### src/source/bus_settings.svh
`ifndef BUS_SETTINGS_SVH
`define BUS_SETTINGS_SVH

////////////////////////////////////////////////////////////
// Bus widths
////////////////////////////////////////////////////////////

// Z80 address and data
`define BUS_ADDR_W      16
`define BUS_DATA_W      8

// Bank page number and physical bank address
`define PAGE_W          6
`define BA_W            5

////////////////////////////////////////////////////////////
// Bank register reset values
////////////////////////////////////////////////////////////

// Layout is {ro, overlay, page[5:0]}
`define BANK0_RESET     8'hC0   // RO + overlay, page 0
`define BANK1_RESET     8'h21   // Page 33
`define BANK2_RESET     8'h22   // Page 34
`define BANK3_RESET     8'h13   // Page 19

////////////////////////////////////////////////////////////
// Page numbers
////////////////////////////////////////////////////////////

`define SYSRAM_PAGE     6'd32   // Overlay target, also first RAM page
`define CART_FIRST_PAGE 6'd16
`define CART_LAST_PAGE  6'd19

// WR strobe shift register length
`define SYNC_STAGES     3

`endif
### src/source/io_map_pkg.sv
`default_nettype none

package io_map_pkg;

    // Internal IO port addresses, low byte of the bus address
    typedef enum logic [7:0] {
        BANK0         = 8'hF0,
        BANK1         = 8'hF1,
        BANK2         = 8'hF2,
        BANK3         = 8'hF3,
        CASSETTE      = 8'hFC,  // R: cassette in, W: cassette out
        CPM_VSYNC     = 8'hFD,  // R: 00, W: CP/M remap
        PRINTER       = 8'hFE,  // R: printer in, W: printer out
        KEYB_SCRAMBLE = 8'hFF   // R: key matrix, W: scramble value
    } io_port_e;

endpackage

`default_nettype wire

### src/source/mem_map_pkg.sv
`default_nettype none

`include "bus_settings.svh"

package mem_map_pkg;

    // Bank page number
    typedef logic [`PAGE_W-1:0] page_t;

    // Field view of a bank register
    typedef struct packed {
        logic  ro;          // Block memory writes
        logic  overlay;     // Map $x800 window of 2K to sysram
        page_t page;
    } bank_fields_t;

    // Raw byte for IO readback, fields for memory decode
    typedef union packed {
        logic [`BUS_DATA_W-1:0] raw;
        bank_fields_t           fields;
    } bank_reg_t;

endpackage

`default_nettype wire

### src/source/bus_glue_top.sv
`default_nettype none

`include "bus_settings.svh"

module bus_glue_top
    import mem_map_pkg::*;
(
    input  wire logic                   sysclk,
    input  wire logic                   reset,

    // Z80 bus
    input  wire logic [`BUS_ADDR_W-1:0] ebus_a,
    input  wire logic [`BUS_DATA_W-1:0] ebus_d_in,
    output logic      [`BUS_DATA_W-1:0] ebus_d_out,
    output logic                        ebus_d_oe,
    input  wire logic                   ebus_rd_n,
    input  wire logic                   ebus_wr_n,
    input  wire logic                   ebus_mreq_n,
    input  wire logic                   ebus_iorq_n,
    output logic      [`BA_W-1:0]       ebus_ba,
    output logic                        ebus_rom_ce_n,
    output logic                        ebus_cart_ce_n,
    output logic                        ebus_ram_ce_n,

    // Peripherals
    input  wire logic                   cassette_in,
    output logic                        cassette_out,
    input  wire logic                   printer_in,
    output logic                        printer_out,
    input  wire logic [63:0]            keys,
    output logic                        cpm_remap,
    output logic      [`BUS_DATA_W-1:0] scramble_value
);

    logic [`BUS_DATA_W-1:0] wr_data;
    logic                   bus_write;
    bank_reg_t              cur_bank;
    logic                   bank_rd_sel;
    logic [`BUS_DATA_W-1:0] bank_rddata;
    logic                   io_rd_sel;
    logic [`BUS_DATA_W-1:0] io_rddata;

    ////////////////////////////////////////////////////////////
    // Input side
    ////////////////////////////////////////////////////////////

    bus_sync bus_sync (
        .sysclk    (sysclk),
        .reset     (reset),
        .ebus_wr_n (ebus_wr_n),
        .ebus_d_in (ebus_d_in),
        .wr_data   (wr_data),
        .bus_write (bus_write)
    );

    ////////////////////////////////////////////////////////////
    // Registers
    ////////////////////////////////////////////////////////////

    bank_map bank_map (
        .sysclk      (sysclk),
        .reset       (reset),
        .ebus_a      (ebus_a),
        .ebus_iorq_n (ebus_iorq_n),
        .wr_data     (wr_data),
        .bus_write   (bus_write),
        .cur_bank    (cur_bank),
        .bank_rd_sel (bank_rd_sel),
        .bank_rddata (bank_rddata)
    );

    io_regs io_regs (
        .sysclk         (sysclk),
        .reset          (reset),
        .ebus_a         (ebus_a),
        .ebus_iorq_n    (ebus_iorq_n),
        .wr_data        (wr_data),
        .bus_write      (bus_write),
        .cassette_in    (cassette_in),
        .printer_in     (printer_in),
        .keys           (keys),
        .cassette_out   (cassette_out),
        .printer_out    (printer_out),
        .cpm_remap      (cpm_remap),
        .scramble_value (scramble_value),
        .io_rd_sel      (io_rd_sel),
        .io_rddata      (io_rddata)
    );

    // Output side
    mem_select mem_select (
        .ebus_a         (ebus_a),
        .ebus_mreq_n    (ebus_mreq_n),
        .ebus_rd_n      (ebus_rd_n),
        .ebus_wr_n      (ebus_wr_n),
        .cur_bank       (cur_bank),
        .bank_rd_sel    (bank_rd_sel),
        .bank_rddata    (bank_rddata),
        .io_rd_sel      (io_rd_sel),
        .io_rddata      (io_rddata),
        .ebus_ba        (ebus_ba),
        .ebus_rom_ce_n  (ebus_rom_ce_n),
        .ebus_cart_ce_n (ebus_cart_ce_n),
        .ebus_ram_ce_n  (ebus_ram_ce_n),
        .ebus_d_out     (ebus_d_out),
        .ebus_d_oe      (ebus_d_oe)
    );

endmodule

`default_nettype wire

### src/source/mem_select.sv
`default_nettype none

`include "bus_settings.svh"

module mem_select
    import mem_map_pkg::*;
(
    input  wire logic [`BUS_ADDR_W-1:0] ebus_a,
    input  wire logic                   ebus_mreq_n,
    input  wire logic                   ebus_rd_n,
    input  wire logic                   ebus_wr_n,
    input  wire bank_reg_t              cur_bank,
    input  wire logic                   bank_rd_sel,
    input  wire logic [`BUS_DATA_W-1:0] bank_rddata,
    input  wire logic                   io_rd_sel,
    input  wire logic [`BUS_DATA_W-1:0] io_rddata,
    output logic      [`BA_W-1:0]       ebus_ba,
    output logic                        ebus_rom_ce_n,
    output logic                        ebus_cart_ce_n,
    output logic                        ebus_ram_ce_n,
    output logic      [`BUS_DATA_W-1:0] ebus_d_out,
    output logic                        ebus_d_oe
);

    localparam page_t sysram_page = `SYSRAM_PAGE;

    page_t page;
    logic  sel_sysram;
    logic  allow_mem;

    assign page = cur_bank.fields.page;

    // $3800-$3FFF of the bank window when overlay is on
    assign sel_sysram = !ebus_mreq_n && cur_bank.fields.overlay && ebus_a[13:11] == 3'b111;

    // Write protect blocks the chip enable on writes only
    assign allow_mem = !ebus_mreq_n && !sel_sysram && (ebus_wr_n || !cur_bank.fields.ro);

    assign ebus_rom_ce_n  = !(allow_mem && page < `CART_FIRST_PAGE);
    assign ebus_cart_ce_n = !(allow_mem && page >= `CART_FIRST_PAGE
                                        && page <= `CART_LAST_PAGE);
    assign ebus_ram_ce_n  = !((allow_mem && page >= sysram_page) || sel_sysram);

    assign ebus_ba = sel_sysram ? sysram_page[`BA_W-1:0] : page[`BA_W-1:0];

    // Internal read data from either register block
    assign ebus_d_out = bank_rd_sel ? bank_rddata :
                        io_rd_sel   ? io_rddata   : '0;
    assign ebus_d_oe  = !ebus_rd_n && (bank_rd_sel || io_rd_sel);

endmodule

`default_nettype wire

### src/source/io_regs.sv
`default_nettype none

`include "bus_settings.svh"

module io_regs
    import io_map_pkg::*;
(
    input  wire logic                   sysclk,
    input  wire logic                   reset,
    input  wire logic [`BUS_ADDR_W-1:0] ebus_a,
    input  wire logic                   ebus_iorq_n,
    input  wire logic [`BUS_DATA_W-1:0] wr_data,
    input  wire logic                   bus_write,
    input  wire logic                   cassette_in,
    input  wire logic                   printer_in,
    input  wire logic [63:0]            keys,
    output logic                        cassette_out,
    output logic                        printer_out,
    output logic                        cpm_remap,
    output logic      [`BUS_DATA_W-1:0] scramble_value,
    output logic                        io_rd_sel,
    output logic      [`BUS_DATA_W-1:0] io_rddata
);

    logic                   sel_cassette;
    logic                   sel_cpm;
    logic                   sel_printer;
    logic                   sel_keyb;
    logic [`BUS_DATA_W-1:0] keyb_rddata;

    // Port decode
    assign sel_cassette = !ebus_iorq_n && ebus_a[7:0] == CASSETTE;
    assign sel_cpm      = !ebus_iorq_n && ebus_a[7:0] == CPM_VSYNC;
    assign sel_printer  = !ebus_iorq_n && ebus_a[7:0] == PRINTER;
    assign sel_keyb     = !ebus_iorq_n && ebus_a[7:0] == KEYB_SCRAMBLE;

    assign io_rd_sel = sel_cassette || sel_cpm || sel_printer || sel_keyb;

    ////////////////////////////////////////////////////////////
    // Output registers
    ////////////////////////////////////////////////////////////

    always_ff @(posedge sysclk or posedge reset) begin
        if (reset) begin
            cassette_out   <= 1'b0;
            cpm_remap      <= 1'b0;
            printer_out    <= 1'b0;
            scramble_value <= '0;
        end else if (bus_write) begin
            if (sel_cassette) cassette_out   <= wr_data[0];
            if (sel_cpm)      cpm_remap      <= wr_data[0];
            if (sel_printer)  printer_out    <= wr_data[0];
            if (sel_keyb)     scramble_value <= wr_data;
        end
    end

    // Key rows are active low, A15..A8 low selects a row
    always_comb begin
        keyb_rddata = '1;
        for (int row = 0; row < 8; row++) begin
            if (!ebus_a[8 + row]) begin
                keyb_rddata &= keys[row*8 +: 8];
            end
        end
    end

    // Read mux
    always_comb begin
        io_rddata = '0;                 // $FD reads 00 now that vsync is gone
        if (sel_cassette) io_rddata = {{(`BUS_DATA_W-1){1'b0}}, cassette_in};
        if (sel_printer)  io_rddata = {{(`BUS_DATA_W-1){1'b0}}, printer_in};
        if (sel_keyb)     io_rddata = keyb_rddata;
    end

endmodule

`default_nettype wire

### src/source/bank_map.sv
`default_nettype none

`include "bus_settings.svh"

module bank_map
    import mem_map_pkg::*, io_map_pkg::*;
(
    input  wire logic                   sysclk,
    input  wire logic                   reset,
    input  wire logic [`BUS_ADDR_W-1:0] ebus_a,
    input  wire logic                   ebus_iorq_n,
    input  wire logic [`BUS_DATA_W-1:0] wr_data,
    input  wire logic                   bus_write,
    output bank_reg_t                   cur_bank,
    output logic                        bank_rd_sel,
    output logic      [`BUS_DATA_W-1:0] bank_rddata
);

    bank_reg_t  bank_q [4];     // IO $F0-$F3
    logic [1:0] io_idx;

    // Low address bits pick the register, same for read and write
    assign io_idx = ebus_a[1:0];

    ////////////////////////////////////////////////////////////
    // IO decode
    ////////////////////////////////////////////////////////////

    always_comb begin
        bank_rd_sel = 1'b0;
        if (!ebus_iorq_n) begin
            case (ebus_a[7:0])
                BANK0, BANK1, BANK2, BANK3: bank_rd_sel = 1'b1;
                default:                    bank_rd_sel = 1'b0;
            endcase
        end
    end

    // Registers
    always_ff @(posedge sysclk or posedge reset) begin
        if (reset) begin
            bank_q[0].raw <= `BANK0_RESET;
            bank_q[1].raw <= `BANK1_RESET;
            bank_q[2].raw <= `BANK2_RESET;
            bank_q[3].raw <= `BANK3_RESET;
        end else if (bank_rd_sel && bus_write) begin
            bank_q[io_idx].raw <= wr_data;
        end
    end

    // Raw readback
    assign bank_rddata = bank_q[io_idx].raw;

    ////////////////////////////////////////////////////////////
    // Current bank for memory cycles
    ////////////////////////////////////////////////////////////

    // 16K window per bank
    assign cur_bank = bank_q[ebus_a[15:14]];

endmodule

`default_nettype wire

### src/source/bus_sync.sv
`default_nettype none

`include "bus_settings.svh"

module bus_sync (
    input  wire logic                   sysclk,
    input  wire logic                   reset,
    input  wire logic                   ebus_wr_n,
    input  wire logic [`BUS_DATA_W-1:0] ebus_d_in,
    output logic      [`BUS_DATA_W-1:0] wr_data,
    output logic                        bus_write
);

    logic [`SYNC_STAGES-1:0] wr_n_sr;   // Oldest sample in the top bit

    // WR strobe into sysclk, idle high
    always_ff @(posedge sysclk or posedge reset) begin
        if (reset) begin
            wr_n_sr <= '1;
        end else begin
            wr_n_sr <= {wr_n_sr[`SYNC_STAGES-2:0], ebus_wr_n};
        end
    end

    // Last byte seen while WR is low
    always_ff @(posedge sysclk) begin
        if (!ebus_wr_n) begin
            wr_data <= ebus_d_in;
        end
    end

    // Falling edge of the synchronised strobe
    assign bus_write = wr_n_sr[`SYNC_STAGES-1] && !wr_n_sr[`SYNC_STAGES-2];

endmodule

`default_nettype wire

### config.mk
export PLATFORM = sky130hd
export DESIGN_NAME = bus_glue_top
export DESIGN_NICKNAME = d
export VERILOG_FILES = /design/src/source/io_map_pkg.sv /design/src/source/mem_map_pkg.sv /design/src/source/bus_glue_top.sv /design/src/source/mem_select.sv /design/src/source/io_regs.sv /design/src/source/bank_map.sv /design/src/source/bus_sync.sv
export VERILOG_INCLUDE_DIRS = /design/src /design/src/source
export SDC_FILE = /design/constraint.sdc
export NUM_CORES = 1
export LEC_CHECK = 0
export ABC_CLOCK_PERIOD_IN_PS = 3000
export BUFFER_PORTS_ARGS = -buffer_cell sky130_fd_sc_hd__buf_2
export CORE_MARGIN = 4
export CORE_UTILIZATION = 40
export CTS_BUF_LIST = sky130_fd_sc_hd__clkbuf_2
export CTS_CLUSTER_SIZE = 24
export DETAILED_ROUTE_END_ITERATION = 10
export GPL_TIMING_DRIVEN = 1
export PLACE_DENSITY = 0.78
export SYNTH_ARGS = -nofsm -noshare
export SYNTH_HDL_FRONTEND = slang
export SYNTH_SLANG_ARGS = --single-unit
### constraint.sdc
create_clock -name sysclk -period 3 [get_ports sysclk]
set_input_delay 0.6 -clock sysclk [delete_from_list [all_inputs] [get_ports sysclk]]
set_output_delay 0.6 -clock sysclk [all_outputs]
set_load 0.01 [all_outputs]
==> impl_results.md <==
- Slowest cell delay on critical path: roughly 0.50 ns
- Total wire length: around 8.7 mm
- Hold Fails Final Rpt: 0
- TritonCTS clock tree: done
- Reported net switching power: around 0.34 mW
- Number of warnings issued by yosys: 0
- Netlist area before placement: between 0.003 and 0.004 mm²
- Reg-to-reg endpoint: bank_map.bank_q[8]
- Run status: finished, final reports clean
- Cell depth of the worst flop-to-flop path: 3
- Number of buffers added to fix hold violations after cts: 0
- Cell with the biggest individual delay on the critical path: a2111oi_0
- Violation count after the first detailed-route iteration: ~270
- Worst-skew pair later-pin latency: around 0.44 ns
- Pin count of the biggest net entering global routing: 47
- Worst-case headroom to the max-slew limit: 0.528
- Post-detailed-route wirelength per cell: 19.5 µm
- Die height: 96.1 µm
- DR DRC count: 0
- Number of instances in the synthesized netlist: 227
- Total grt overflow: 0
- Type of the tightest min-delay check: input port to asynchronous set/reset pin
- Post-placement cell count: between 400 and 500
- Worst vdd ir: around 0.00027 V
- Worst EP arrival: about 2.1 ns
- Worst path depth: 6
- Number of buffer and inverter instances along the worst setup path: 3
- Master cell of the clock root buffer: clkbuf_2
- Setup crit start kind: input port
- Worst-case clock skew: roughly 0.031 ns
- Post-layout minimum cycle time: approximately 2.7 ns
- Combinational fraction of design power: 0.157
- Horizontal extent of the die: 96.1 µm
- Compound-Gate Fraction of Synth Area: 0.0983
- Kind of critical path: input port to output pin
- Post-CTS repair timing setup buffer count: 0
- Data required time at the worst endpoint: 2.40 ns
- Max Freq: 0.371 GHz
- Floorplan die area: a little over 0.009 mm²
- Number of cell rows: 31
- Number of sinks handled by clock tree synthesis: 54
- Area of the placeable core: between 0.007 and 0.008 mm²
- Final nets: approximately 440
- Unique cell type count in the Yosys netlist: 34
- Antenna Nets Post-Route: 0
- CP Launch Point: ebus_a[1]
- Net switching fraction of the power: 0.272
- Share of the core filled with cells: 0.517
- Most repeated library cell on the critical path: buf_2
- Portion of the clock cycle consumed by the worst path in the final layout: 0.899
- Vias after detailed routing: between 2000 and 2500
- Cell family contributing the most delay on the critical path: compound AO/OA/AOI/OAI gates
- Adder and majority cell fraction of the synthesized area: 0
- Routability-driven placement congestion ratio: ~0.84
- Primary flip-flop cell chosen by synthesis mapping: dfrtp_1
- Number of antenna violations at the first check in global routing: 0
- CTS buffer count: 5
- Layout overhead on the synthesized area: 23.3%
- Relative contribution of the clock network to total power: 0.221
- Ports placed on the boundary: 124
- Area fraction in and, or, nand and nor cells after synthesis: 0.0983
- Number of levels in the clock H-tree: 2
- Worst hold margin: 0.240 ns
- Layout filler cell count: 698
- DP Worst Slack: ~0.30 ns
- PD cells: approximately 330 mW/mm²
- Share of synthesized flip-flops with an asynchronous set or reset: 0.852
- Clock slew seen by the registers of the worst setup and hold paths: approximately 0.27 ns
- Reg2reg setup slack: approximately 0.95 ns
- Multiplexer share of the synthesized area: 0.301
- Post-synth EDFFs: 8
- Worst-Margin Slew: 0.703 ns
- Worst path cell trace: buf_2 -> or3b_2 -> a2111oi_0 -> buf_4 -> a22o_1 -> buf_2
- Final Slew Violations: 0
- Static leakage power: 1.86 nW
- Resized Gates After CTS: 0
- Critical Path End: ebus_d_out[0]
- Pre-antenna DRT Iters: 4
- Setup WS post-layout: between 0.3 and 0.4 ns
- Detail Placement HPWL: roughly 6.6 mm
- Final setup vio count: 0
- Mean number of vias per cell: 5.60
- Port bufs: approximately 120
- Max cap viols: 0
- Number of flip-flops and latches in the synthesized netlist: 54
- Reg-to-reg critical path startpoint: bus_sync.wr_n_sr[2]
- Cell Count, Final, Fillers Out: approximately 440
- Sequential cell area fraction in the yosys report: 0.453
- Crit end category: output pin
- Via count of the first global-routing pass: 2512
- Critical path fanouts, max: 6
- Net Count, Synth: about 320
- Starting Density: 0.419
- Average footprint of a synthesized cell: 13.7 µm²
- First-pass GRT wire length: 12.7 mm
- Total global routing track utilization: 0.185
- Fin Setup TNS: 0 ns
- Design internal power: approximately 0.92 mW
- Share of post-route cells with drive strength above 1: 0.613
- Setup repair after global routing missed its margin: false
- Max Root-Sink Buffers: 2
- Number of diodes added for antenna fixing: 0
- Synthesized-area fraction occupied by xor and xnor cells: 0.00282
- Dominant combinational cell family by area after synthesis: multiplexers
- Share of power burned in registers: 0.622
-- cell families after synthesis --
group | count (synthesis)
muxes | 59
DFF | 54
AOI/OAI and AO/OA | 45
and+or+nand+nor | 43
buffers and inverters | 25
xor gates and xnor gates | 1
-- registers in the layout, indices dropped and copies added, names as in the netlist --
signal                  flops
io_regs.cassette_out        1
bank_map.bank_q            32
io_regs.scramble_value      8
io_regs.printer_out         1
bus_sync.wr_data            8
io_regs.cpm_remap           1
bus_sync.wr_n_sr            3
-- area by class of cell --
cell class,count,area [µm²],area share
clock buffer,5,25.0,0.00654
clock inverter,3,16.3,0.00425
inverter,2,7.51,0.00196
multi-input combinational,148,1550,0.406
sequential,54,1410,0.367
tap,99,124,0.0324
timing repair buffer,132,696,0.182
-- worst min-delay path, cell delays in order --
cell and delay [ns]:
buf_2 0.10, clkinv_1 0.03, buf_4 0.47
-- through the flow --
| stage | instance area (µm²) | total power, mW |
|---|---|---|
| floorplan | 3110 | 0.902 |
| global placement | 3790 | 0.994 |
| detailed placement | 3790 | 1.00 |
| CTS | 3830 | 1.28 |
| global route | 3830 | 1.33 |
| finish | 3830 | 1.27 |
-- cell usage in the layout, fill, tap and decap left out --
master       n
edfxtp_1     8
nor2b_1      2
nand2_1      1
mux4_2      16
nor2_1       2
buf_4        8
nor4_1      12
inv_1        1
dfrtp_1     34
nor4_4       1
dfstp_2     12
a21boi_0     1
or4_1        5
o41ai_1      1
buf_12       1
mux2_2      19
nor3_1       1
nand2b_1     1
buf_2      123
mux2_4      24
xor2_1       1
a22o_1       8
a21oi_1      1
or3b_2       1
nand4bb_1    2
and2_1       6
o22ai_1     32
clkbuf_2     5
nand4b_1     2
or4b_1       2
nand3_1      1
o21ai_0      1
nand4_1      4
clkinv_1     3
clkinv_4     1
a2111oi_0    1
-- power groups by stage --
stage | registers (mW) | clock network, mW | logic, mW
global route | 0.794 | 0.320 | 0.218
finish | 0.790 | 0.280 | 0.199
global placement | 0.800 | 0 | 0.194
detailed placement | 0.802 | 0 | 0.198
floorplan | 0.794 | 0 | 0.108
CTS | 0.790 | 0.293 | 0.199
-- cell usage after synthesis, drive strengths merged, types with 5 or more instances --
| library cell | number | area [µm²] |
|---|---|---|
| nor4 | 13 | 96.3 |
| or4 | 5 | 37.5 |
| dfstp | 12 | 315 |
| clkbuf | 15 | 60.1 |
| a22o | 8 | 70.1 |
| buf | 8 | 77.6 |
| mux2 | 43 | 574 |
| o22ai | 32 | 200 |
| dfrtp | 34 | 851 |
| mux4 | 16 | 360 |
| and2 | 6 | 37.5 |
| edfxtp | 8 | 240 |
-- routing by layer --
layer	GRT usage	wire, µm
met1	0.229	3600
met2	0.326	4180
met3	0.0360	742
met4	0.0509	128
met5	0	0
-- worst min path at each step --
stage / end / slack, ns / start
after CTS: bus_sync.wr_n_sr[0] / 0.19 / ebus_wr_n
after floorplan: bus_sync.wr_n_sr[1] / 0.35 / bus_sync.wr_n_sr[0]
after global routing: bus_sync.wr_n_sr[0] / 0.16 / ebus_wr_n
after global placement: bus_sync.wr_n_sr[1] / 0.35 / bus_sync.wr_n_sr[0]
after detailed placement: bus_sync.wr_n_sr[1] / 0.35 / bus_sync.wr_n_sr[0]
final: io_regs.scramble_value[4] / 0.24 / reset
No activity file was read; power rests on OpenSTA's default activity.
